File: src/design/hci_cfg_pkg.sv
`default_nettype none

package hci_cfg_pkg;

  // memory organization
  // eight word-interleaved banks of 256 words each
  localparam int unsigned NB_BANKS   = 8;
  localparam int unsigned BANK_SEL_W = 3;
  localparam int unsigned BANK_DEPTH = 256;
  localparam int unsigned ROW_W      = 8;

  // bank word and its byte enables
  localparam int unsigned WORD_W = 32;
  localparam int unsigned BE_W   = 4;

  // wide accelerator port, four 32-bit lanes per access
  localparam int unsigned NB_LANES = 4;
  localparam int unsigned WIDE_DW  = 128;
  localparam int unsigned WIDE_BW  = 16;

  // byte address on both ports
  localparam int unsigned ADDR_W = 32;

  // address split: bits 1:0 byte in word, then bank select, then row
  localparam int unsigned BANK_LSB = 2;
  localparam int unsigned ROW_LSB  = BANK_LSB + BANK_SEL_W;

endpackage

`default_nettype wire

File: src/design/hci_types_pkg.sv
`default_nettype none

package hci_types_pkg;

  // access opcode, same encoding on the wide and the narrow port
  typedef enum logic {
    HCI_READ  = 1'b0,
    HCI_WRITE = 1'b1
  } hci_op_e;

  // owner of the next bank conflict
  // log is the narrow core port, hwpe the wide accelerator port
  typedef enum logic {
    PRIO_LOG  = 1'b0,
    PRIO_HWPE = 1'b1
  } arb_prio_e;

endpackage

`default_nettype wire

File: src/design/hci_log_decoder.sv
`default_nettype none
`timescale 1ns/1ps

module hci_log_decoder (
  input  wire logic                    clk_i,
  input  wire logic                    rst_ni,
  input  wire logic                    clear_i,

  // narrow core port
  input  wire logic                    log_req_i,
  input  wire hci_types_pkg::hci_op_e  log_op_i,
  input  wire logic [hci_cfg_pkg::ADDR_W-1:0] log_add_i,
  input  wire logic [hci_cfg_pkg::BE_W-1:0]   log_be_i,
  input  wire logic [hci_cfg_pkg::WORD_W-1:0] log_data_i,
  output logic                         log_gnt_o,
  output logic                         log_r_valid_o,
  output logic [hci_cfg_pkg::WORD_W-1:0]      log_r_data_o,

  // grant from the bank arbiter
  input  wire logic                    grant_i,
  input  wire logic [hci_cfg_pkg::NB_BANKS-1:0][hci_cfg_pkg::WORD_W-1:0] bank_rdata_i,

  // per-bank request vectors towards the arbiter
  output logic [hci_cfg_pkg::NB_BANKS-1:0]                         bank_req_o,
  output logic [hci_cfg_pkg::NB_BANKS-1:0][hci_cfg_pkg::ROW_W-1:0] bank_row_o,
  output logic [hci_cfg_pkg::NB_BANKS-1:0][hci_cfg_pkg::BE_W-1:0]  bank_be_o,
  output logic [hci_cfg_pkg::NB_BANKS-1:0][hci_cfg_pkg::WORD_W-1:0] bank_wdata_o,
  output hci_types_pkg::hci_op_e       bank_op_o
);

  logic [hci_cfg_pkg::BANK_SEL_W-1:0] bank_sel;
  logic [hci_cfg_pkg::ROW_W-1:0]      row;
  logic                               gnt_q;
  logic [hci_cfg_pkg::BANK_SEL_W-1:0] bank_sel_q;

  assign bank_sel = log_add_i[hci_cfg_pkg::ROW_LSB-1:hci_cfg_pkg::BANK_LSB];
  assign row      = log_add_i[hci_cfg_pkg::ROW_LSB+hci_cfg_pkg::ROW_W-1:hci_cfg_pkg::ROW_LSB];

  // one-hot request on the addressed bank
  // row, be and data go to every bank, the arbiter only looks where req is set
  always_comb begin
    bank_req_o = '0;
    bank_req_o[bank_sel] = log_req_i;
    for (int unsigned b = 0; b < hci_cfg_pkg::NB_BANKS; b++) begin
      bank_row_o[b]   = row;
      bank_be_o[b]    = log_be_i;
      bank_wdata_o[b] = log_data_i;
    end
  end

  assign bank_op_o = log_op_i;
  assign log_gnt_o = log_req_i & grant_i;

  // response one cycle after gnt
  always_ff @(posedge clk_i or negedge rst_ni) begin
    if (!rst_ni) begin
      gnt_q <= 1'b0;
    end else if (clear_i) begin
      gnt_q <= 1'b0;
    end else begin
      gnt_q <= log_gnt_o;
    end
  end

  // remember which bank answers
  always_ff @(posedge clk_i) begin
    if (log_gnt_o) begin
      bank_sel_q <= bank_sel;
    end
  end

  assign log_r_valid_o = gnt_q;
  assign log_r_data_o  = bank_rdata_i[bank_sel_q];

endmodule

`default_nettype wire

File: config.mk
export PLATFORM = sky130hd
export DESIGN_NAME = hci_log_decoder
export DESIGN_NICKNAME = d
export VERILOG_FILES = /design/src/design/hci_cfg_pkg.sv /design/src/design/hci_types_pkg.sv /design/src/design/hci_log_decoder.sv
export SDC_FILE = /design/constraint.sdc
export NUM_CORES = 1
export LEC_CHECK = 0
export ABC_AREA = 1
export BUFFER_PORTS_ARGS = -buffer_cell sky130_fd_sc_hd__buf_2
export CORE_AREA = 2 2 284 286
export DETAILED_ROUTE_END_ITERATION = 10
export DIE_AREA = 0 0 286 288
export PLACE_DENSITY = 0.31
export REMOVE_ABC_BUFFERS = 1
export SLEW_MARGIN = 0
export SYNTH_ARGS = -nofsm -noshare
export SYNTH_HDL_FRONTEND = slang
export SYNTH_SLANG_ARGS = --single-unit
File: constraint.sdc
create_clock -name clk_i -period 1.85 [get_ports clk_i]
set_input_delay 0.2775 -clock clk_i [delete_from_list [all_inputs] [get_ports clk_i]]
set_output_delay 0.2775 -clock clk_i [all_outputs]
set_load 0.1 [all_outputs]
## Word-level counts from Yosys, hierarchy flattened

Cells that the tools add are included.

- $lt $le $gt $ge: 3
- Multiplexer cells: 5
- Bitwise operators: 2
- Reduce and logical (&&, ||, !) cells: 1

Operators with widths:

| operator | count |
|---|---|
| $bmux W32 S3 | 1 |
| $mux W32 | 1 |
| $and A8 B8 Y8 | 1 |
| $lt A3 B4 Y1 const B | 2 |
| $demux W1 S3 | 1 |
| $ge A3 B1 Y1 const B | 1 |
| $mux W1 | 2 |
| $and A1 B1 Y1 | 1 |
| $logic_and A1 B1 Y1 | 1 |

- Bits in registers: 4
- Input port bits: 330
- Output and inout bits: 395
- Logic and storage cells: 13

## Longest topological paths before layout

Gate-level depths: netlist (run 1).

- Depth in word-level cells: 5
- Mapped depth: 8
- Depth with buffers taken out: 6

## Worst setup path before layout (run 1)

Ideal clock, no wire load.

- Path kind: input to output
- Start point: in log_add_i[2] (netlist name)
- End point: out bank_req_o[0] (netlist name)
- Arrival time: 1.663 ns
- Required time: 1.572 ns
- Setup slack: -0.091 ns
- Stages: 3
- Buffers on the path: 0
- Path through: inv_1 -> nand2_1 -> nor2_1

- Word-level cells in the longest chain between the ends: 5
- Elaborated cells on any way between the ends: 6
- Those cells by class: order compare (2); mux (2); bitwise (1); reduce/logical (1)

Ends and longest elaborated chain:

| element | RTL line | RTL |
|---|---|---|
| start, declared | hci_log_decoder.sv:12 | `input wire logic [hci_cfg_pkg::ADDR_W-1:0] log_add_i,` |
| $lt A3 B4 Y1 (implied by the code) / $ge A3 B1 Y1 (equally long branches) | hci_log_decoder.sv:43 | `bank_req_o[bank_sel] = log_req_i;` |
| $logic_and A1 B1 Y1 (implied by the code) | hci_log_decoder.sv:43 |  |
| $mux W1 (implied by the code) | hci_log_decoder.sv:43 |  |
| $demux W1 S3 (*) | hci_log_decoder.sv:43 |  |
| $and A8 B8 Y8 (no source line) (*) | -- |  |
| end, declared | hci_log_decoder.sv:24 | `output logic [hci_cfg_pkg::NB_BANKS-1:0] bank_req_o,` |

Mark *: on every way between the ends. The rest lies on a longest branch, timed or not.

## Final worst setup path (run 1)

- Start point: reg bank_sel_q[0] (netlist name)
- End point: out log_r_data_o[27] (netlist name)

- Word-level cells in the longest chain between the ends: 2

Ends and longest elaborated chain:

| element | RTL line | RTL |
|---|---|---|
| start, declared | hci_log_decoder.sv:34 | `logic [hci_cfg_pkg::BANK_SEL_W-1:0] bank_sel_q;` |
| start signal, assigned | hci_log_decoder.sv:68 | `bank_sel_q <= bank_sel;` |
| $bmux W32 S3 | hci_log_decoder.sv:73 | `assign log_r_data_o = bank_rdata_i[bank_sel_q];` |
| $mux W32 (implied by the code) | hci_log_decoder.sv:73 |  |
| end, declared | hci_log_decoder.sv:17 | `output logic [hci_cfg_pkg::WORD_W-1:0] log_r_data_o,` |

No other way between the ends. The select of a mux whose other input is x is not followed.

==> results.sh, run 1 <==
export IMPL_synth_top_cell_area_share=0.438
export IMPL_die_area_um2=82400
export IMPL_worst_pin_slew_ns=0.486
export IMPL_cp_common_cell="nand2_1"
export IMPL_yosys_register_bits=4
export IMPL_core_area_um2=79600
export IMPL_filler_cell_count=9547
export IMPL_crit_buf_inv=4
export IMPL_status="complete, but fails checks"
export IMPL_grt_ovfl_total=0
export IMPL_vias=6727
export IMPL_grt_usage=0.124
export IMPL_dp_hpwl_mm=44.6
export IMPL_start_kind="register"
export IMPL_drtAntennaViolNets=0
export IMPL_grt_first_pass_wirelength_mm=67.5
export IMPL_crit_slowest_cell="edfxtp_1"
export IMPL_layout_commonest_cell="nand2_1"
export IMPL_antenna_found_initial=12
export IMPL_drt_first_iter_violations=286
export IMPL_synth_cell_types=12
export IMPL_syn_area_um2=6290
export IMPL_clk_pin_slew_ns=0.03
export IMPL_grt_pass1_vias=6579
export IMPL_max_cap_violations=0
export IMPL_period_needed_ns=2.12
export IMPL_setup_viol=32
export IMPL_period_share=1.14
export IMPL_hold_class="input port to register"
export IMPL_clockBufferDepth=2
export IMPL_slew_viol_final=0
export IMPL_grt_setup_unrepaired="yes"
export IMPL_cp_required_ns=1.57
export IMPL_syn_instance_count=1228
export IMPL_grt_max_degree=40
export IMPL_port_buffers=305
export IMPL_wl_per_cell_um=24.7
export IMPL_crit_family="buffers and inverters"
export IMPL_post_route_util=0.107
export IMPL_postLayoutSetupSlackWorst_ns=-0.268
export IMPL_cts_htree_levels=1
export IMPL_die_h_um=288
export IMPL_seq_area_um2=115
export IMPL_power_density_nw_per_um2=409
export IMPL_crit_type="register to primary output"
export IMPL_gp_congestion=0.802
export IMPL_min_path_cells=2
export IMPL_fin_setup_tns_ns=-6.98
export IMPL_max_clock_freq_mhz=472
export IMPL_netlist_top_cells_area="buf_4 (44%), nand2_1 (25%), inv_1 (16%)"
export IMPL_wirelength_mm=56.0
export IMPL_hold_violations=0
export IMPL_synth_yosys_seq_area_share=0.0183
export IMPL_arrival_ns=1.84
export IMPL_row_count=104
export IMPL_clock_sinks=4
export IMPL_root_buffer="clkbuf_16"
export IMPL_cp_cell_sequence="buf_6, buf_16, clkbuf_16, nand2_1, nand3_1, nand2_1, nand2_1, nand2_2, buf_12"
export IMPL_nets=1534
export IMPL_hold_end="log_r_valid_o$_DFF_PN0_"
export IMPL_instances_no_fill=2265
export IMPL_io_pins=725
export IMPL_yosys_area_top_type="buf_4"
export IMPL_yosys_warnings=0
export IMPL_cts_tree="yes"
export IMPL_firstDrtPassIters=5
export IMPL_start_util=0.0790
export IMPL_cpPeakStageDelay_ns=0.45
export IMPL_die_w_um=286
export IMPL_drive_gt1_frac=0.445
export IMPL_cts_made_buffers=3
export IMPL_relSlewSlack=0.678
export IMPL_hold_slack_ns=0.209
export IMPL_crit_path_max_fanout=10
export IMPL_p_leak_nw=5.03
export IMPL_vias_per_cell=2.97
export IMPL_vdd_drop_max_v=0.000369
export IMPL_drc_errors=0
export IMPL_min_delay_start="clear_i"
export IMPL_multi_input_area_um2=2880
export IMPL_final_cell_mix="nand2_1 (311), buf_2 (273), inv_1 (260)"
export IMPL_dpl_cell_count=2226
export IMPL_cp_end_kind="primary output"
export IMPL_violations="negative setup slack"
export IMPL_synth_avg_cell_area_um2=5.12
export IMPL_syn2layout_area_growth_pct=36.0
cell usage after synthesis:
cell type and count:
buf_1 7, nand3_1 128, buf_6 3, inv_2 2
nor2_1 9, edfxtp_1 3, dfrtp_1 1, clkbuf_1 6
buf_2 18, inv_1 261, nand2_1 423, buf_4 367
where the power goes:
part / switching (W) / total [W] / leakage [nW] / internal [W]
sequential: 0.00000538 / 0.000109 / 0.0416 / 0.000104
clock: 0.0000646 / 0.000350 / 0.0382 / 0.000285
combinational: 0.00186 / 0.00304 / 4.95 / 0.00117
total: 0.00193 / 0.00350 / 5.03 / 0.00156
stage by stage:
stage	area, um^2	power, W	setup slack [ns]
2_1_floorplan	3360	0.00149	-3.25
5_1_grt	8550	0.00375	-0.354
6_report	8550	0.00350	-0.268
3_3_place_gp	7090	0.00273	-0.0963
4_1_cts	7880	0.00336	-0.298
3_5_place_dp	7090	0.00272	-0.105
how the worst max path moves through the flow:
| stage | start | to | slack (ns) | cells after the start |
|---|---|---|---|---|
| 2_1_floorplan | bank_sel_q[0]$_DFFE_PP_ | log_r_data_o[11] | -3.25 | 6 |
| 3_5_place_dp | bank_sel_q[0]$_DFFE_PP_ | log_r_data_o[5] | -0.11 | 8 |
| 3_3_place_gp | bank_sel_q[1]$_DFFE_PP_ | log_r_data_o[20] | -0.1 | 7 |
| 4_1_cts | bank_sel_q[0]$_DFFE_PP_ | log_r_data_o[7] | -0.30 | 9 |
| 5_1_grt | bank_sel_q[0]$_DFFE_PP_ | log_r_data_o[18] | -0.35 | 9 |
| 6_report | bank_sel_q[0]$_DFFE_PP_ | log_r_data_o[27] | -0.27 | 9 |
cell type report:
cell class	instances	share of cell area
clock buffer	4	0.00921
antenna	2	0.000585
timing repair buffer	372	0.368
sequential	4	0.0135
multi-input combinational	560	0.336
inverter	263	0.117
tap	1060	0.155
registers in the layout, summed over array words and instances, names as in the netlist:
| signal | count |
|---|---|
| log_r_valid_o | 1 |
| bank_sel_q | 3 |
layer usage:
metal / global-route usage / vias up / wire [um]
met5: 0.0116 / - / 174
met4: 0.0259 / 19 / 1340
met3: 0.0903 / 40 / 9170
met2: 0.212 / 612 / 26400
met1: 0.120 / 2935 / 18900
li1: - / 3121 / -
cell families after synthesis:
family / count (synthesis) / synth area share
flops: 4 / 0.0183
buf+inv: 664 / 0.622
simple gates: 560 / 0.360
repair_timing:
action,4_1_cts,5_1_grt
buffers inserted,15,1
gates resized for setup,87,130
hold buffers,1,0
setup endpoints to repair,32,32
gates cloned,8,8
hold endpoints to repair,1,0
pin swaps,19,39
Note: power is estimated with default switching activity, not from simulation.
==> inputs of run 2 (changes only) <==
Settings changed: ABC_AREA 1 to unset, CORE_AREA 2 2 284 286 to 2 2 283 285, DIE_AREA 0 0 286 288 to 0 0 285 287, PLACE_DENSITY 0.31 to unset, PLACE_DENSITY_LB_ADDON set to 0.15.
==> run 2 against run 1 <==
  * The run still ends with negative setup slack left
  * Critical path type unchanged
  * Flip-flop and latch count is the same
  * Clock power about the same
  * First-iteration DRC count decreased by 48%
  * Count of clock-buffer cells in the layout unchanged
  * Global-route usage down 2.1 points
  * Cell count shrank 33%
  * Critical path depth decreased by 3
  * Sequential share of layout area up 0.54 points
  * Synthesized cell count is 60% lower
==> results.sh, run 2 <==
export IMPL_status="complete, but fails checks"
export IMPL_violations="negative setup slack"
export IMPL_synthArstFlopShare=0.250
export IMPL_crit_slowest_cell="mux4_2"
export IMPL_nets=794
export IMPL_grt_ovfl_total=0
export IMPL_cts_made_buffers=3
export IMPL_arrival_ns=2.09
export IMPL_max_clock_freq_mhz=423
export IMPL_yosys_area_top_type="buf_4"
export IMPL_vias=3657
export IMPL_yosys_register_bits=4
export IMPL_drive_gt1_frac=0.929
export IMPL_cpPeakStageDelay_ns=0.48
export IMPL_netlist_top_cells_area="buf_4 (54%), mux4_1 (21%), mux4_2 (11%)"
export IMPL_root_buffer="clkbuf_16"
export IMPL_postLayoutSetupSlackWorst_ns=-0.513
export IMPL_p_leak_nw=2.49
export IMPL_slew_viol_final=0
export IMPL_grt_max_degree=31
export IMPL_die_area_um2=81800
export IMPL_yosys_warnings=0
export IMPL_top_register="bank_sel_q"
export IMPL_period_needed_ns=2.36
export IMPL_clock_sinks=4
export IMPL_wl_per_cell_um=29.9
export IMPL_row_count=103
export IMPL_synth_avg_cell_area_um2=10.1
export IMPL_worst_pin_slew_ns=0.515
export IMPL_grt_pass1_vias=3990
export IMPL_synth_edf_count=3
export IMPL_layout_commonest_cell="buf_2"
export IMPL_start_util=0.0625
export IMPL_dp_hpwl_mm=39.3
export IMPL_start_kind="register"
export IMPL_syn2layout_area_growth_pct=24.4
export IMPL_power_share_clock=0.117
export IMPL_period_share=1.28
export IMPL_yosysMostFrequentCell="buf_4"
export IMPL_crit_family="multiplexers"
export IMPL_crit_cells=6
export IMPL_wirelength_mm=45.3
export IMPL_drc_errors=0
export IMPL_fin_setup_tns_ns=-14.44
export IMPL_cp_required_ns=1.57
export IMPL_synth_cell_types=16
export IMPL_grt_setup_unrepaired="yes"
export IMPL_clockBufferDepth=2
export IMPL_swShare=0.494
export IMPL_max_cap_violations=0
export IMPL_cp_end_kind="primary output"
export IMPL_p_switching_w=0.00146
export IMPL_cp_cell_sequence="buf_6, buf_12, clkbuf_16, mux4_2, mux2_4, buf_12"
export IMPL_crit_buf_inv=4
export IMPL_grt_usage=0.103
export IMPL_p_comb_frac=0.846
export IMPL_crit_path_max_fanout=7
export IMPL_syn_area_um2=4920
export IMPL_setup_viol=32
export IMPL_clk_pin_slew_ns=0.03
export IMPL_hold_violations=0
export IMPL_largest_register_ffs=3
export IMPL_drt_first_iter_violations=150
export IMPL_cp_common_cell="buf_12"
export IMPL_hold_class="input port to register"
export IMPL_io_pins=725
export IMPL_final_cell_mix="buf_2 (273), mux4_2 (52), buf_12 (39)"
export IMPL_min_path_cells=2
export IMPL_vias_per_cell=2.42
export IMPL_n_antenna_cell=0
export IMPL_vdd_drop_max_v=0.000302
export IMPL_synth_common_cells="buf_4 (353), mux4_1 (40), mux2_2 (32)"
export IMPL_core_area_um2=78600
export IMPL_cts_htree_levels=1
export IMPL_firstDrtPassIters=6
export IMPL_power_density_nw_per_um2=484
export IMPL_filler_cell_count=9276
export IMPL_hold_end="log_r_valid_o$_DFF_PN0_"
export IMPL_p_int_w=0.00150
export IMPL_die_w_um=285
export IMPL_gp_congestion=0.764
export IMPL_port_buffers=305
export IMPL_die_h_um=287
export IMPL_relSlewSlack=0.659
export IMPL_min_delay_start="clear_i"
export IMPL_cts_tree="yes"
export IMPL_synth_top_cell_area_share=0.539
export IMPL_crit_type="register to primary output"
export IMPL_grt_first_pass_wirelength_mm=53.8
export IMPL_syn_instance_count=486
export IMPL_post_route_util=0.0778
export IMPL_drtAntennaViolNets=0
export IMPL_antenna_found_initial=5
export IMPL_synth_flop_cell="edfxtp_1"
export IMPL_synth_yosys_seq_area_share=0.0234
export IMPL_seq_power_share=0.037
==> run 2: cell types whose count changed in the layout (fill, tap and decap cells not counted), sizes merged, moves of 3 or more <==
cell	change
nor2	-3
mux2	+32
nand2b	+3
buf	-24
inv	-262
nand3	-128
nand2	-421
mux4	+64
==> run 2: layout make-up <==
cell class	count	area (um^2)	area share
clock buffers	4	78.8	0.0129
flip-flops and latches	4	115	0.0188
multi-input cells	111	2020	0.331
repair buffers	344	2580	0.422
well taps	1050	1310	0.215
==> run 2: kinds of logic after synthesis <==
logic type | Yosys count | share of synthesized area
buf+inv | 371 | 0.565
flops | 4 | 0.0234
simple gates | 15 | 0.0145
mux | 96 | 0.397
==> run 2: worst max path at each step <==
stage	endpoint	slack, ns	start
4_1_cts	log_r_data_o[26]	-0.55	bank_sel_q[0]$_DFFE_PP_
6_report	log_r_data_o[9]	-0.51	bank_sel_q[0]$_DFFE_PP_
5_1_grt	log_r_data_o[25]	-0.58	bank_sel_q[0]$_DFFE_PP_
2_1_floorplan	log_r_data_o[10]	-1.77	bank_sel_q[0]$_DFFE_PP_
3_5_place_dp	log_r_data_o[26]	-0.44	bank_sel_q[0]$_DFFE_PP_
3_3_place_gp	log_r_data_o[26]	-0.44	bank_sel_q[0]$_DFFE_PP_
==> run 2: layer usage <==
layer	vias to the layer above	wire length (um)	share of wire	global-route usage
met3	32	7980	0.18	0.0871
met2	580	21400	0.47	0.177
li1	1287	-	-	-
met4	8	1510	0.033	0.0213
met5	-	111	0.0025	0.0122
met1	1750	14300	0.32	0.0921
==> run 2: stage by stage <==
step	instance area, um^2	hold WS [ns]	instances	total power, W	worst slack (ns)
2_1_floorplan	2140	-0.0181	115	0.00140	-1.77
3_3_place_gp	5450	0.0551	1490	0.00229	-0.439
3_5_place_dp	5450	0.0544	1490	0.00227	-0.437
4_1_cts	5770	0.203	1500	0.00282	-0.545
5_1_grt	6110	0.214	1513	0.00312	-0.582
6_report	6110	0.203	1513	0.00296	-0.513
==> run 2: power by group through the flow <==
stage	Clock, W	Sequential (W)	Combinational [W]
after floorplan	0	0.000177	0.00122
after global placement	0	0.000112	0.00218
after detailed placement	0	0.000112	0.00216
after CTS	0.000354	0.000109	0.00236
after global routing	0.000363	0.000111	0.00265
final	0.000347	0.000110	0.00250
==> run 2: timing repair <==
item	CTS	global route
endpoints found under the hold margin	1	0
gates cloned	1	4
resized for setup	70	70
endpoints found under the setup margin	32	32
hold buffers	1	0
setup buffers	4	9
==> inputs of run 3 (changes only) <==
Settings changed: PLACE_DENSITY set to 0.3, PLACE_DENSITY_LB_ADDON 0.15 to unset.
==> run 3 against run 2 <==
  * Sequential power is essentially flat
  * Wire length fell by 4.8%
  * Largest cell class unchanged
  * Flip-flop and latch count stayed put
  * Count of clock-buffer cells in the layout stayed put
  * The flow still finishes with violations (negative setup slack)
  * Non-clock buffer count shrank 24
  * Combinational power is 4% lower
  * Highest routed layer unchanged
==> results.sh, run 3 (synthesis results as in run 2) <==
export IMPL_status="complete, but fails checks"
export IMPL_violations="negative setup slack"
export IMPL_port_buffers=305
export IMPL_dp_hpwl_mm=36.5
export IMPL_die_area_um2=81800
export IMPL_start_kind="register"
export IMPL_syn2layout_area_growth_pct=17.7
export IMPL_max_clock_freq_mhz=428
export IMPL_cts_htree_levels=1
export IMPL_power_density_nw_per_um2=493
export IMPL_cp_cell_sequence="buf_12, buf_4, buf_16, mux4_1, mux2_2, buf_6"
export IMPL_row_count=103
export IMPL_p_leak_nw=2.31
export IMPL_grt_setup_unrepaired="yes"
export IMPL_io_pins=725
export IMPL_die_w_um=285
export IMPL_grt_usage=0.0995
export IMPL_top_register="bank_sel_q"
export IMPL_clockBufferDepth=2
export IMPL_nets=770
export IMPL_max_cap_violations=0
export IMPL_period_share=1.26
export IMPL_drt_first_iter_violations=182
export IMPL_filler_cell_count=9263
export IMPL_largest_register_ffs=3
export IMPL_wirelength_mm=43.1
export IMPL_die_h_um=287
export IMPL_firstDrtPassIters=4
export IMPL_vias=3660
export IMPL_drc_errors=0
export IMPL_final_cell_mix="buf_2 (273), mux4_2 (53), buf_12 (30)"
export IMPL_clock_sinks=4
export IMPL_crit_path_max_fanout=8
export IMPL_grt_ovfl_total=0
export IMPL_start_util=0.0625
export IMPL_cts_made_buffers=3
export IMPL_crit_type="register to primary output"
export IMPL_wl_per_cell_um=28.9
export IMPL_root_buffer="clkbuf_16"
export IMPL_hold_violations=0
export IMPL_period_needed_ns=2.34
export IMPL_cp_required_ns=1.57
export IMPL_crit_slowest_cell="mux4_1"
export IMPL_arrival_ns=2.06
export IMPL_postLayoutSetupSlackWorst_ns=-0.485
export IMPL_cts_tree="yes"
export IMPL_drive_gt1_frac=0.927
export IMPL_drtAntennaViolNets=0
export IMPL_hold_class="input port to register"
export IMPL_grt_max_degree=33
export IMPL_layout_commonest_cell="buf_2"
export IMPL_core_area_um2=78600
export IMPL_slew_viol_final=0
export IMPL_fin_setup_tns_ns=-14.15
export IMPL_relSlewSlack=0.668
export IMPL_worst_pin_slew_ns=0.501
export IMPL_vdd_drop_max_v=0.000287
export IMPL_setup_viol=32
export IMPL_grt_first_pass_wirelength_mm=51.6
export IMPL_cpPeakStageDelay_ns=0.55
export IMPL_grt_pass1_vias=4003
export IMPL_antenna_found_initial=6
export IMPL_clk_pin_slew_ns=0.03
export IMPL_hold_slack_ns=0.209
export IMPL_vias_per_cell=2.46
export IMPL_cp_end_kind="primary output"
export IMPL_gp_congestion=0.841
run 3: changes by cell type in the layout (fill, tap and decap cells not counted), sizes merged:
cell    previous run  this run
buf              339       319
clkbuf             8         4
diode              0         1
run 3: area by class of cell:
class	instances	area (um^2)	share of cell area
Antenna cell	1	2.50	0.000433
Sequential cell	4	115	0.0199
Timing Repair Buffer	320	2270	0.393
Tap cell	1050	1310	0.227
Clock buffer	4	78.8	0.0136
Multi-Input combinational cell	111	2000	0.346
run 3: power breakdown:
| group | switching (W) | total [W] | internal, W |
|---|---|---|---|
| Sequential | 0.00000508 | 0.000109 | 0.000104 |
| Clock | 0.0000602 | 0.000345 | 0.000285 |
| Combinational | 0.00137 | 0.00240 | 0.00102 |
| Total | 0.00144 | 0.00285 | 0.00141 |
run 3: routing by layer:
metal	vias up	share of wire	global-route usage
met2	672	0.47	0.171
met5	-	0.0031	0.0145
met4	8	0.037	0.0228
met3	44	0.18	0.0748
li1	1239	-	-
met1	1697	0.31	0.0934
run 3: path summary, 6_finish.rpt:
check                                   startpoint                 endpoint  slack (ns)  depth (start not counted)
max                        bank_sel_q[0]$_DFFE_PP_         log_r_data_o[22]       -0.49                          6
min                                        clear_i  log_r_valid_o$_DFF_PN0_        0.21                          2
min in group asynchronous                   rst_ni  log_r_valid_o$_DFF_PN0_        0.37                          2
max in group asynchronous                   rst_ni  log_r_valid_o$_DFF_PN0_        1.39                          2
run 3: worst max-delay path, delay by kind of cell, from the launching register on:
family	cells	cell delay, ns
flip-flops	1	0.36
multiplexers	2	0.83
buffers and inverters	4	0.63
run 3: metrics by stage:
step | power, W | util | std cells | worst slack, ns | area (um^2)
final | 0.00285 | 0.0736 | 1490 | -0.485 | 5790
after global routing | 0.00300 | 0.0736 | 1490 | -0.590 | 5790
after CTS | 0.00286 | 0.0734 | 1489 | -0.535 | 5770
after detailed placement | 0.00222 | 0.0676 | 1476 | -0.352 | 5310
after global placement | 0.00221 | 0.0676 | 1476 | -0.317 | 5310
after floorplan | 0.00140 | - | 115 | -1.77 | 2140
run 3: repair_timing:
item,CTS,global route
resized for setup,91,28
setup buffers,3,0
pin swaps,0,0
hold buffers,1,0
hold endpoints to repair,1,0
cloned,5,0
setup endpoints to repair,32,32
