[src/design/hci_cfg_pkg.sv]
`default_nettype none

package hci_cfg_pkg;

  // memory organization
  // eight word-interleaved banks of 256 words each
  localparam int unsigned NB_BANKS   = 8;
  localparam int unsigned BANK_SEL_W = 3;
  localparam int unsigned BANK_DEPTH = 256;
  localparam int unsigned ROW_W      = 8;

  // bank word and its byte enables
  localparam int unsigned WORD_W = 32;
  localparam int unsigned BE_W   = 4;

  // wide accelerator port, four 32-bit lanes per access
  localparam int unsigned NB_LANES = 4;
  localparam int unsigned WIDE_DW  = 128;
  localparam int unsigned WIDE_BW  = 16;

  // byte address on both ports
  localparam int unsigned ADDR_W = 32;

  // address split: bits 1:0 byte in word, then bank select, then row
  localparam int unsigned BANK_LSB = 2;
  localparam int unsigned ROW_LSB  = BANK_LSB + BANK_SEL_W;

endpackage

`default_nettype wire

[src/design/hci_types_pkg.sv]
`default_nettype none

package hci_types_pkg;

  // access opcode, same encoding on the wide and the narrow port
  typedef enum logic {
    HCI_READ  = 1'b0,
    HCI_WRITE = 1'b1
  } hci_op_e;

  // owner of the next bank conflict
  // log is the narrow core port, hwpe the wide accelerator port
  typedef enum logic {
    PRIO_LOG  = 1'b0,
    PRIO_HWPE = 1'b1
  } arb_prio_e;

endpackage

`default_nettype wire

[src/design/hci_bank_arbiter.sv]
`default_nettype none
`timescale 1ns/1ps

module hci_bank_arbiter (
  input  wire logic                    clk_i,
  input  wire logic                    rst_ni,
  input  wire logic                    clear_i,

  // wide port bank vectors from the router
  input  wire logic [hci_cfg_pkg::NB_BANKS-1:0]                         hwpe_req_i,
  input  wire logic [hci_cfg_pkg::NB_BANKS-1:0][hci_cfg_pkg::ROW_W-1:0] hwpe_row_i,
  input  wire logic [hci_cfg_pkg::NB_BANKS-1:0][hci_cfg_pkg::BE_W-1:0]  hwpe_be_i,
  input  wire logic [hci_cfg_pkg::NB_BANKS-1:0][hci_cfg_pkg::WORD_W-1:0] hwpe_wdata_i,
  input  wire hci_types_pkg::hci_op_e  hwpe_op_i,

  // narrow port bank vectors from the decoder
  input  wire logic [hci_cfg_pkg::NB_BANKS-1:0]                         log_req_i,
  input  wire logic [hci_cfg_pkg::NB_BANKS-1:0][hci_cfg_pkg::ROW_W-1:0] log_row_i,
  input  wire logic [hci_cfg_pkg::NB_BANKS-1:0][hci_cfg_pkg::BE_W-1:0]  log_be_i,
  input  wire logic [hci_cfg_pkg::NB_BANKS-1:0][hci_cfg_pkg::WORD_W-1:0] log_wdata_i,
  input  wire hci_types_pkg::hci_op_e  log_op_i,

  output logic                         hwpe_grant_o,
  output logic                         log_grant_o,

  // merged bank inputs
  output logic [hci_cfg_pkg::NB_BANKS-1:0]                         bank_req_o,
  output logic [hci_cfg_pkg::NB_BANKS-1:0]                         bank_we_o,
  output logic [hci_cfg_pkg::NB_BANKS-1:0][hci_cfg_pkg::ROW_W-1:0] bank_row_o,
  output logic [hci_cfg_pkg::NB_BANKS-1:0][hci_cfg_pkg::BE_W-1:0]  bank_be_o,
  output logic [hci_cfg_pkg::NB_BANKS-1:0][hci_cfg_pkg::WORD_W-1:0] bank_wdata_o
);

  logic                            hwpe_any;
  logic                            log_any;
  logic                            conflict;
  logic [hci_cfg_pkg::NB_BANKS-1:0] sel_hwpe;
  logic [hci_cfg_pkg::NB_BANKS-1:0] sel_log;
  hci_types_pkg::arb_prio_e        prio_q;

  assign hwpe_any = |hwpe_req_i;
  assign log_any  = |log_req_i;

  // any bank wanted by both ports in this cycle
  assign conflict = |(hwpe_req_i & log_req_i);

  // all-or-nothing for the wide port
  // without a conflict both ports go through, otherwise the flag decides
  assign hwpe_grant_o = hwpe_any & (~conflict | (prio_q == hci_types_pkg::PRIO_HWPE));
  assign log_grant_o  = log_any  & (~conflict | (prio_q == hci_types_pkg::PRIO_LOG));

  // per bank owner, at most one of the two is set
  assign sel_hwpe = hwpe_req_i & {hci_cfg_pkg::NB_BANKS{hwpe_grant_o}};
  assign sel_log  = log_req_i  & {hci_cfg_pkg::NB_BANKS{log_grant_o}};

  always_comb begin
    for (int unsigned b = 0; b < hci_cfg_pkg::NB_BANKS; b++) begin
      bank_req_o[b] = sel_hwpe[b] | sel_log[b];
      if (sel_hwpe[b]) begin
        bank_we_o[b]    = (hwpe_op_i == hci_types_pkg::HCI_WRITE);
        bank_row_o[b]   = hwpe_row_i[b];
        bank_be_o[b]    = hwpe_be_i[b];
        bank_wdata_o[b] = hwpe_wdata_i[b];
      end else begin
        // narrow fields also sit on idle banks, harmless with req low
        bank_we_o[b]    = sel_log[b] & (log_op_i == hci_types_pkg::HCI_WRITE);
        bank_row_o[b]   = log_row_i[b];
        bank_be_o[b]    = log_be_i[b];
        bank_wdata_o[b] = log_wdata_i[b];
      end
    end
  end

  // priority hands over to the loser after every conflict cycle
  // so a port that lost once wins the next clash
  always_ff @(posedge clk_i or negedge rst_ni) begin
    if (!rst_ni) begin
      prio_q <= hci_types_pkg::PRIO_LOG;
    end else if (clear_i) begin
      prio_q <= hci_types_pkg::PRIO_LOG;
    end else if (conflict) begin
      if (prio_q == hci_types_pkg::PRIO_LOG) begin
        prio_q <= hci_types_pkg::PRIO_HWPE;
      end else begin
        prio_q <= hci_types_pkg::PRIO_LOG;
      end
    end
  end

endmodule

`default_nettype wire

[config.mk]
export PLATFORM = sky130hd
export DESIGN_NAME = hci_bank_arbiter
export DESIGN_NICKNAME = d
export VERILOG_FILES = /design/src/design/hci_cfg_pkg.sv /design/src/design/hci_types_pkg.sv /design/src/design/hci_bank_arbiter.sv
export SDC_FILE = /design/constraint.sdc
export NUM_CORES = 1
export LEC_CHECK = 0
export ABC_CLOCK_PERIOD_IN_PS = 2500
export BUFFER_PORTS_ARGS = -buffer_cell sky130_fd_sc_hd__buf_2
export CAP_MARGIN = 20
export CORE_AREA = 2 2 429 431
export DETAILED_ROUTE_END_ITERATION = 10
export DIE_AREA = 0 0 431 433
export SYNTH_ARGS = -nofsm -noshare
export SYNTH_HDL_FRONTEND = slang
export SYNTH_SLANG_ARGS = --single-unit
[constraint.sdc]
create_clock -name clk_i -period 2.5 [get_ports clk_i]
set_clock_uncertainty 0.05 [all_clocks]
set_input_delay 0.5 -clock clk_i [delete_from_list [all_inputs] [get_ports clk_i]]
set_output_delay 0.5 -clock clk_i [all_outputs]
set_load 0.05 [all_outputs]
### Word level (Yosys, flattened, before mapping)

Cells that the tools add are included.

| word-level totals | value |
|---|---|
| input port bits | 725 |
| flip-flop bits (word level) | 1 |
| output and inout port bits | 370 |
| word-level logic and storage cells | 65 |

| operators by class | value |
|---|---|
| mux-type cells | 35 |
| reductions and logical operators | 4 |
| bitwise logic cells | 25 |

Operator list:

| kind | number |
|---|---|
| 32-bit two-way mux | 8 |
| 8-bit two-way mux | 8 |
| 4-bit two-way mux | 8 |
| 8-bit AND | 3 |
| 8-bit OR reduction | 3 |
| 1-bit two-way mux | 11 |
| 1-bit AND | 10 |
| 1-bit bitwise OR | 10 |
| 1-bit inverter | 2 |
| 2-bit nonzero test | 1 |

### Logic depth before layout (Yosys ltp)

Gate-level depths: netlist of run 1.

| logic depth | value |
|---|---|
| depth after elaboration | 8 |
| gate-level depth with buffers | 6 |
| mapped depth without buffers | 4 |

### Least setup slack after synthesis of run 1

OpenSTA, ideal clock, no wires.

| timing | value |
|---|---|
| kind | input-to-output |
| from | input log_req_i[6] in the netlist's numbering |
| to | output log_grant_o |
| path buffers | 0 |
| slack | -696 ps |
| data arrival time | 2646 ps |
| stages | 3 |
| cells stage by stage | a22o_2 -> o41ai_2 -> a21boi_0 |

| on the way | value |
|---|---|
| longest elaborated chain between the ends | 5 |
| elaborated cells on any way between the ends | 6 |
| classes of those cells | bitwise (4); reduce/logical (2) |

Ends and longest elaborated chain:

| what | line | text |
|---|---|---|
| from (decl) | hci_bank_arbiter.sv:17 | `input wire logic [hci_cfg_pkg::NB_BANKS-1:0] log_req_i,` |
| 8-bit AND | hci_bank_arbiter.sv:45 | `assign conflict = \|(hwpe_req_i & log_req_i);` |
| 8-bit OR reduction | hci_bank_arbiter.sv:45 |  |
| 1-bit inverter | hci_bank_arbiter.sv:50 | `assign log_grant_o = log_any & (~conflict \| (prio_q == hci_types_pkg::PRIO_LOG));` |
| 1-bit bitwise OR | hci_bank_arbiter.sv:50 |  |
| 1-bit AND (*) | hci_bank_arbiter.sv:50 |  |
| to (decl) | hci_bank_arbiter.sv:24 | `output logic log_grant_o,` |

Mark *: on every way between the ends. The rest lies on a longest branch, timed or not.

==> results.md, run 1 <==
* in -> async — worst hold-check path type
* sky130_fd_sc_hd__mux2_4 (68%), sky130_fd_sc_hd__mux2_2 (15%), sky130_fd_sc_hd__buf_12 (9.6%) — top cells by area in the synthesized netlist
* 0 ns — Worst-Skew Late Latency
* 1,095 — Ports
* 1,094 — Port Buffer Count
* 25 — largest net degree at the start of global routing
* 5 — number of detailed-routing iterations run before antenna repair
* 3.33% — effective utilization at floorplan
* sky130_fd_sc_hd__buf_2 (728), sky130_fd_sc_hd__mux2_4 (307), sky130_fd_sc_hd__buf_6 (194), sky130_fd_sc_hd__buf_12 (139), sky130_fd_sc_hd__buf_8 (74) — commonest cells after routing, fill and taps aside
* 157 — # rows
* 182,000 um^2 — core area
* 897 — count of routing violations after the opening detailed-route iteration
* 0.239 ns — Hold Worst Slack
* 0.43 ns — Critical Path Max Stage Delay
* sky130_fd_sc_hd__buf_2 — most common cell after layout, fill and taps aside
* 43.9 um — routed wire length per instance
* prio_q$_DFFE_PN0P_ — RR Endpoint
* buf_8 -> a22o_4 -> o41ai_4 -> buf_12 -> buf_12 -> nand2_8 -> buf_16 -> buf_12 -> mux2_4 -> buf_12 — list of cells traversed by the critical path
* sky130_fd_sc_hd__buf_12 — critical path's most frequent cell
* 67.7% — Yosys top cell area share
* 0.372 ns — transition time at the pin with the least slew margin
* finished, violations left — result of the run
* 3.10 ns — minimum period implied by the final worst setup slack
* 6060 um^2 — cell area after technology mapping
* 1,163 — syn nets
* 0 — final-report hold violation count
* 0 — remaining number of nets flagged by the antenna check after routing
* 11,586 — routed via count
* 10.9% — fin util
* 3200 uW — cell internal power dissipation
* 0 — Congestion Overflow GR
* 0.00975 uW — Leakage Power
* 370 — Final setup violation count
* 0 — number of hold buffers added after cts
* 2,344 — Total Nets Final
* 18 — unique cell type count in the Yosys netlist
* 4 — R2R cell count
* 1 — FF+latch count, synth
* input pin — Worst Setup Start Kind
* yes — setup repair after global routing missed its margin
* primary output — endpoint kind of the worst setup timing path
* sky130_fd_sc_hd__o41ai_4 — critical path's slowest cell
* 0.128 mV — worst ir drop on vdd
* 4180 uW — Net Switching
* 7 — largest fanout on the critical path
* 433 um — vertical die dimension
* prio_q x1 — Regs by FF count
* 180,000 um — Routed WL
* 9,767 — vias in the first global route
* 0 — Synth warnings
* -0.598 ns — worst path setup slack after routing
* 19,900 um^2 — design area
* 75.0% — headroom to the max-slew limit
* 16,200 um^2 — total cell area at the placement stage
* 1 — Largest register FFs
* in -> out — kind of critical path
* 438 — synthesized instance count
* 0% — Clk pwr share
* 56.7% — share of total power consumed by net switching
* 2.82 — via density per instance
* 124% — Period Utilization, post-route
* 0.3% — sequential power share
* negative setup slack — violations in the final reports
* 0.413% — sequential element share of the synthesized area
* 432 — antenna violations before repair
* 169,000 um — Final HPWL DP
* 2.55 ns — arrival time at the worst endpoint
* 431 um — die boundary width
* 371 nW/um^2 — power density relative to cell area
* 13.8 um^2 — average footprint of a synthesized cell
* 98.9% — fraction of layout cells with a size suffix above 1
* 0 — max-cap viol count
* prio_q — Top reg by flops
* 99.7% — Comb pwr share
* 0 — final-report max-slew violation count
* 0 — total DRC errors in the routed layout
* prio_q$_DFFE_PN0P_ — worst r2r src
* 1.22 — Final GP Congestion
* 1.95 ns — Worst EP required
* 18.1% — overall global routing resource usage
* 1.54 ns — reg-to-reg setup timing slack
* 0.01 ns — clock-pin slew on the worst setup and hold paths
* 228% — Layout area overhead
* 6 — number of buffer and inverter instances along the worst setup path
* 198,000 um — global-route wire length before repair
* 20,841 — number of fill cells
* buffers and inverters — CP delay by family, top
* 323 MHz — Max Freq
* 187,000 um^2 — die area
* sky130_fd_sc_hd__mux2_4 — most area-hungry cell type in the Yosys netlist
power by group through the flow:
stage,Sequential (uW),Combinational (uW),Clock [uW]
finish,18.8,7350,0.00621
global placement,18.8,6240,0
CTS,18.9,7220,0
global route,18.9,7550,0.00285
floorplan,19.8,3570,0
detailed placement,18.9,6280,0
area by class of cell:
type	count	area, um^2	area share, %
timing repair buffer	1212	10800	54.6
sequential	1	25.0	0.126
antenna	111	278	1.40
multi-input combinational	403	5740	28.9
tap	2385	2980	15.0
inverter	1	3.75	0.0189
synthesized netlist by cell type, drive strengths merged:
master	count
inv	1
nor4	5
nand2	25
a21oi	1
a22o	12
mux2	352
dfrtp	1
buf	35
o41ai	2
and2	2
a21boi	2
layer usage:
layer | global-route usage [%] | vias to the layer above | wire length (um)
met3 | 14.3 | 725 | 29500
met4 | 2.92 | 266 | 6950
li1 | - | 4224 | -
met2 | 32.1 | 1386 | 87100
met5 | 0.520 | - | 1700
met1 | 16.3 | 4985 | 55200
timing repair:
| action | CTS | global route |
|---|---|---|
| cloned | 18 | 11 |
| resized for setup | 553 | 234 |
| setup endpoints to repair | 370 | 370 |
| endpoints found under the hold margin | 0 | 0 |
| buffers inserted | 20 | 18 |
| pin swaps | 2 | 11 |
cells by family (layout without fill, tap and decap cells):
kind of cell           after synthesis  count (layout)  synth area share [%]
AO/OA/AOI/OAI                       17              17                  2.85
buffers and inverters               36            1213                  10.1
flip-flops                           1               1                 0.413
multiplexers                       352             352                  82.4
other                                0             111                     0
AND/OR/NAND/NOR                     32              34                  4.21
worst max-delay path by stage:
stage | start | endpoint | cells after the start
after global routing | log_req_i[6] | bank_be_o[0] | 10
after detailed placement | log_req_i[4] | bank_wdata_o[22] | 9
after floorplan | log_req_i[4] | bank_be_o[10] | 6
after global placement | log_req_i[4] | bank_wdata_o[22] | 9
after CTS | log_req_i[4] | bank_be_o[0] | 10
final | log_req_i[6] | bank_be_o[0] | 10
through the flow:
stage                     instances  total power (uW)  worst slack (ns)  TNS, ns
after floorplan                 438              3590            -0.135   -38.70
after global placement         3944              6260            -0.682  -186.51
after detailed placement       3944              6300            -0.695  -195.51
after CTS                      3981              7240            -0.631  -189.29
after global routing           4054              7560            -0.673  -209.08
final                          4113              7370            -0.598  -181.85
Power figures use the tool's default switching activity.
==> inputs of run 2 (changes only) <==
--- a/config.mk
+++ b/config.mk
@@ -9,8 +9,10 @@
 export BUFFER_PORTS_ARGS = -buffer_cell sky130_fd_sc_hd__buf_2
 export CAP_MARGIN = 20
 export CORE_AREA = 2 2 429 431
+export CTS_BUF_LIST = sky130_fd_sc_hd__clkbuf_8
 export DETAILED_ROUTE_END_ITERATION = 10
 export DIE_AREA = 0 0 431 433
+export SKIP_CTS_REPAIR_TIMING = 1
 export SYNTH_ARGS = -nofsm -noshare
 export SYNTH_HDL_FRONTEND = slang
 export SYNTH_SLANG_ARGS = --single-unit
==> run 2 against run 1 <==
Flip-flop and latch count is the same. Final area down 8.1%. Critical endpoint is now bank_be_o[30]. Sequential share of layout area is essentially flat. First-iteration DRC count is 4.3% higher. Routed wire length down 1.9%. Register-to-register slack is essentially flat. Fmax is 1.6% higher. The flow still finishes with violations (negative setup slack). Die area is the same. Highest routed layer unchanged. Worst hold slack got worse by 0.0046 ns. Via count shrank 3.0%. Total power is 7.8% lower. Combinational power down 7.8%.
==> results.md, run 2 (synthesized netlist as in run 1, its figures left out) <==
* 0.00907 uW — Leakage Power, -6.9%
* 0 — max-cap viol count, unchanged
* 0 — final-report hold violation count, unchanged
* 0.473 ns — transition time at the pin with the least slew margin, +0.101 ns
* 18,300 um^2 — design area, -8.1%
* 122% — Period Utilization, post-route, -1.9 points
* 10.0% — fin util, -0.89 points
* 1,095 — Ports, unchanged
* 1.95 ns — Worst EP required, about the same
* prio_q x1 — Regs by FF count
* negative setup slack — violations in the final reports
* 328 MHz — Max Freq, +1.6%
* 8 — largest fanout on the critical path, +1
* 2,308 — Total Nets Final, -1.5%
* 3.05 ns — minimum period implied by the final worst setup slack, -0.0474 ns
* 936 — count of routing violations after the opening detailed-route iteration, +4.3%
* 370 — Final setup violation count, unchanged
* primary output — endpoint kind of the worst setup timing path
* prio_q — Top reg by flops
* 1,094 — Port Buffer Count, unchanged
* 169,000 um — Final HPWL DP, unchanged
* 0 — Congestion Overflow GR, unchanged
* 157 — # rows, unchanged
* 0.01 ns — clock-pin slew on the worst setup and hold paths, about the same
* 2.76 — via density per instance, -2.0%
* 98.8% — fraction of layout cells with a size suffix above 1, about the same
* 201% — Layout area overhead
* input pin — Worst Setup Start Kind
* 2.50 ns — arrival time at the worst endpoint, -0.05 ns
* 4,072 — non-filler instance count after layout, -1.0%
* 0 — final-report max-slew violation count, unchanged
* 3,944 — total placed cells including tap cells, unchanged
* 0.128 mV — worst ir drop on vdd, about the same
* 1.22 — Final GP Congestion, unchanged
* 11,237 — routed via count, -3.0%
* 182,000 um^2 — core area, unchanged
* 17.7% — overall global routing resource usage, -0.43 points
* 431 um — die boundary width, unchanged
* in -> out — kind of critical path
* sky130_fd_sc_hd__buf_2 — most common cell after layout, fill and taps aside
* 372 nW/um^2 — power density relative to cell area, +0.33%
* yes — setup repair after global routing missed its margin
* 0 ns — Worst-Skew Late Latency, unchanged
* 36 — largest net degree at the start of global routing, +44%
* 43.5 um — routed wire length per instance, -0.88%
* 187,000 um^2 — die area, unchanged
* 5 — number of detailed-routing iterations run before antenna repair, unchanged
* 0 — remaining number of nets flagged by the antenna check after routing, unchanged
* 193,000 um — global-route wire length before repair, -2.6%
* 9,329 — vias in the first global route, -4.5%
* sky130_fd_sc_hd__buf_2 (809), sky130_fd_sc_hd__mux2_4 (304), sky130_fd_sc_hd__buf_6 (168), sky130_fd_sc_hd__buf_12 (113), sky130_fd_sc_hd__buf_4 (50) — commonest cells after routing, fill and taps aside
* 0.235 ns — Hold Worst Slack, -0.00464 ns
* 68.7% — headroom to the max-slew limit, -6.3 points
* 421 — antenna violations before repair, -2.5%
* 16,200 um^2 — total cell area at the placement stage, unchanged
* -0.551 ns — worst path setup slack after routing, +0.0474 ns
* 6790 uW — final total power, -7.8%
* 433 um — vertical die dimension, unchanged
* 1 — Largest register FFs, unchanged
* 0 — total DRC errors in the routed layout, unchanged
* finished, violations left — result of the run
* in -> async — worst hold-check path type
* 3.33% — effective utilization at floorplan, unchanged
* 177,000 um — Routed WL, -1.9%
==> run 2: cell count changes in the layout (fill, tap and decap cells not counted), sizes merged <==
cell | before | now
bufbuf | 1 | 0
diode | 111 | 106
buf | 1203 | 1165
nand2 | 27 | 26
clkbuf | 8 | 12
==> run 2: path summary, 6_finish.rpt <==
kind / from / to / slack (ns) / cells past startpoint
max in group asynchronous: rst_ni / prio_q$_DFFE_PN0P_ / 2.08 / 1
min: rst_ni / prio_q$_DFFE_PN0P_ / 0.23 / 1
max reg2reg: prio_q$_DFFE_PN0P_ / prio_q$_DFFE_PN0P_ / 1.54 / 4
min reg2reg: prio_q$_DFFE_PN0P_ / prio_q$_DFFE_PN0P_ / 0.61 / 3
max: log_req_i[6] / bank_be_o[30] / -0.55 / 9
min in group clk_i: prio_q$_DFFE_PN0P_ / prio_q$_DFFE_PN0P_ / 0.61 / 3
==> run 2: layout make-up <==
type                    instances  area (um^2)
diodes                        106          265
flip-flops and latches          1         25.0
fillers                     20975       164000
multi-input cells             402         5690
inverters                       1         3.75
well taps                    2385         2980
repair buffers               1177         9290
==> run 2: power breakdown <==
| group | internal, uW | switching (uW) |
|---|---|---|
| Combinational | 2730 | 4040 |
| Sequential | 18.0 | 0.815 |
| Clock | 0.00586 | 0 |
==> run 2: layer usage <==
metal,track usage (%),wire length (um)
met2,31.9,85700
met5,0,1790
met1,16.2,54700
met3,13.2,28600
met4,2.09,6310
==> run 2: worst max-delay path, stage by stage <==
cell and delay (ns):
sky130_fd_sc_hd__buf_8 0.11, sky130_fd_sc_hd__a22o_4 0.26, sky130_fd_sc_hd__o41ai_4 0.43, sky130_fd_sc_hd__buf_12 0.17, sky130_fd_sc_hd__buf_4 0.14, sky130_fd_sc_hd__nand2_8 0.12
sky130_fd_sc_hd__clkbuf_16 0.22, sky130_fd_sc_hd__mux2_4 0.29, sky130_fd_sc_hd__buf_2 0.21
==> run 2: metrics by stage <==
step	setup WS, ns	TNS (ns)
after floorplan	-0.135	-38.70
after global placement	-0.682	-186.51
after detailed placement	-0.695	-195.51
after CTS	-0.703	-198.16
after global routing	-0.582	-188.17
final	-0.551	-172.68
==> inputs of run 3 (changes only) <==
--- a/config.mk
+++ b/config.mk
@@ -8,10 +8,13 @@
 export ABC_CLOCK_PERIOD_IN_PS = 2500
 export BUFFER_PORTS_ARGS = -buffer_cell sky130_fd_sc_hd__buf_2
 export CAP_MARGIN = 20
-export CORE_AREA = 2 2 429 431
+export CELL_PAD_IN_SITES_DETAIL_PLACEMENT = 2
+export CELL_PAD_IN_SITES_GLOBAL_PLACEMENT = 2
+export CORE_AREA = 2 2 427 429
 export CTS_BUF_LIST = sky130_fd_sc_hd__clkbuf_8
 export DETAILED_ROUTE_END_ITERATION = 10
-export DIE_AREA = 0 0 431 433
+export DIE_AREA = 0 0 429 431
+export PLACE_DENSITY_LB_ADDON = 0.1
 export SKIP_CTS_REPAIR_TIMING = 1
 export SYNTH_ARGS = -nofsm -noshare
 export SYNTH_HDL_FRONTEND = slang
==> run 3 against run 2 <==
The flow still finishes with violations (negative setup slack). Combinational power down 12%. Worst hold slack better by 0.047 ns. Worst setup slack worse by 0.022 ns. Die area down 0.92%. Critical path depth unchanged. Via count down 20%. First-iteration DRC count down 81%. Fmax down 0.73%. Global-route usage down 7.7 points. Total power down 11%. Critical endpoint is now bank_wdata_o[52]. Largest cell class unchanged. Largest power group unchanged. Highest routed layer unchanged.
==> results.md, run 3 (synthesized netlist as in run 1, its figures left out) <==
* 0.01 ns — clock-pin slew on the worst setup and hold paths, about the same
* 2,306 — Total Nets Final, -0.087%
* prio_q$_DFFE_PN0P_ — RR Endpoint
* 0 — final-report hold violation count, unchanged
* 0 — remaining number of nets flagged by the antenna check after routing, unchanged
* negative setup slack — violations in the final reports
* 0.282 ns — Hold Worst Slack, +0.0472 ns
* prio_q x1 — Regs by FF count
* 0.0807 mV — worst ir drop on vdd, -37%
* 25.1 um — routed wire length per instance, -42%
* 1.95 ns — Worst EP required, about the same
* 111 — antenna violations before repair, -74%
* 120,000 um — global-route wire length before repair, -38%
* prio_q$_DFFE_PN0P_ — worst r2r src
* input pin — Worst Setup Start Kind
* in -> async — worst hold-check path type
* 3.07 ns — minimum period implied by the final worst setup slack, +0.0224 ns
* 62.7% — headroom to the max-slew limit, -6.0 points
* -0.573 ns — worst path setup slack after routing, -0.0224 ns
* sky130_fd_sc_hd__buf_2 — most common cell after layout, fill and taps aside
* in -> out — kind of critical path
* 35,400 um — met1 WL, -35%
* 1.21 ns — reg-to-reg setup timing slack, -0.33 ns
* 181 — count of routing violations after the opening detailed-route iteration, -81%
* 5 — R2R cell count, +1
* 123% — Period Utilization, post-route, +0.90 points
* 99,600 um — Routed WL, -44%
* 19 — largest fanout on the critical path, +11
* 6 — number of detailed-routing iterations run before antenna repair, +1
* 0.00868 uW — Leakage Power, -4.4%
* 2.28 — via density per instance, -17%
* finished, violations left — result of the run
* 1,094 — Port Buffer Count, unchanged
* 9.39% — fin util, -0.63 points
* 0 ns — Worst-Skew Late Latency, unchanged
* 1 — Largest register FFs, unchanged
* 180,000 um^2 — core area, -1.1%
* hwpe_req_i[0] — launching element of the worst setup path
* sky130_fd_sc_hd__buf_2 (861), sky130_fd_sc_hd__mux2_4 (307), sky130_fd_sc_hd__buf_6 (122), sky130_fd_sc_hd__buf_4 (103), sky130_fd_sc_hd__buf_12 (66) — commonest cells after routing, fill and taps aside
* 0 — total DRC errors in the routed layout, unchanged
* 32 — largest net degree at the start of global routing, -11%
* 179% — Layout area overhead
* 431 um — vertical die dimension, -0.46%
* 429 um — die boundary width, -0.46%
* 325 MHz — Max Freq, -0.73%
* 56,400 um — DR WL met2, -34%
* 0 — Congestion Overflow GR, unchanged
* -0.731 ns — Place WS, -0.0360 ns
* 0 — max-cap viol count, unchanged
* 1,095 — Ports, unchanged
* primary output — endpoint kind of the worst setup timing path
* 0.870 — Final GP Congestion, -29%
* 156 — # rows, -0.64%
* 9,026 — routed via count, -20%
* bank_wdata_o[52] — Critical path destination
* yes — setup repair after global routing missed its margin
* 0 — final-report max-slew violation count, unchanged
* 98.8% — fraction of layout cells with a size suffix above 1, about the same
* 6380 um — total length of routed met3 wires, -78%
* 2.52 ns — arrival time at the worst endpoint, +0.02 ns
* 3.36% — effective utilization at floorplan, +0.036 points
* met5 — highest routed metal layer
* 94,400 um — Final HPWL DP, -44%
* 9.99% — overall global routing resource usage, -7.7 points
* 356 nW/um^2 — power density relative to cell area, -4.5%
* 10,010 — vias in the first global route, +7.3%
* 0.554 ns — transition time at the pin with the least slew margin, +0.0810 ns
* prio_q — Top reg by flops
* 370 — Final setup violation count, unchanged
* 185,000 um^2 — die area, -0.92%
* 6020 uW — final total power, -11%
-- run 3: worst min path at each step --
| stage | to | slack, ns | cells after the start |
|---|---|---|---|
| 6_report | prio_q$_DFFE_PN0P_ | 0.28 | 1 |
| 5_1_grt | prio_q$_DFFE_PN0P_ | 0.29 | 1 |
| 4_1_cts | prio_q$_DFFE_PN0P_ | 0.29 | 1 |
| 3_5_place_dp | prio_q$_DFFE_PN0P_ | 0.29 | 1 |
| 3_3_place_gp | prio_q$_DFFE_PN0P_ | 0.28 | 1 |
| 2_1_floorplan | prio_q$_DFFE_PN0P_ | 0.15 | 0 |
-- run 3: critical path, stage by stage --
cell	delay, ns
sky130_fd_sc_hd__buf_8	0.10
sky130_fd_sc_hd__a22o_4	0.30
sky130_fd_sc_hd__o41ai_4	0.38
sky130_fd_sc_hd__buf_6	0.21
sky130_fd_sc_hd__buf_12	0.12
sky130_fd_sc_hd__nand2_8	0.08
sky130_fd_sc_hd__buf_12	0.19
sky130_fd_sc_hd__mux2_4	0.37
sky130_fd_sc_hd__buf_2	0.23
-- run 3: cell type report --
cell class                 instances  area (um^2)
sequential                         1         25.0
inverter                           1         3.75
fill                           21179       163000
antenna                           15         37.5
multi-input combinational        401         5690
timing repair buffer            1176         8210
tap                             2370         2970
-- run 3: through the flow --
step                cell area (um^2)  TNS, ns  cells
floorplan                       6330   -38.70    438
global placement               15600  -228.23   3937
detailed placement             15600  -219.34   3937
CTS                            15600  -220.41   3937
global route                   16900  -201.46   3955
finish                         16900  -171.14   3964
-- run 3: where the power goes --
| group | internal, uW | switching, uW | leakage (uW) | total (uW) |
|---|---|---|---|---|
| registers | 18.0 | 1.97 | 0.0000126 | 20.0 |
| clock network | 0.000770 | 0 | 0.0000000951 | 0.000770 |
| logic | 2420 | 3580 | 0.00866 | 6000 |
| total | 2430 | 3580 | 0.00868 | 6020 |
-- run 3: layer usage --
| metal | up-vias | track usage [%] |
|---|---|---|
| met5 | - | 0 |
| met4 | 60 | 1.03 |
| met3 | 124 | 2.56 |
| met2 | 520 | 19.9 |
| met1 | 4334 | 10.7 |
| li1 | 3988 | - |
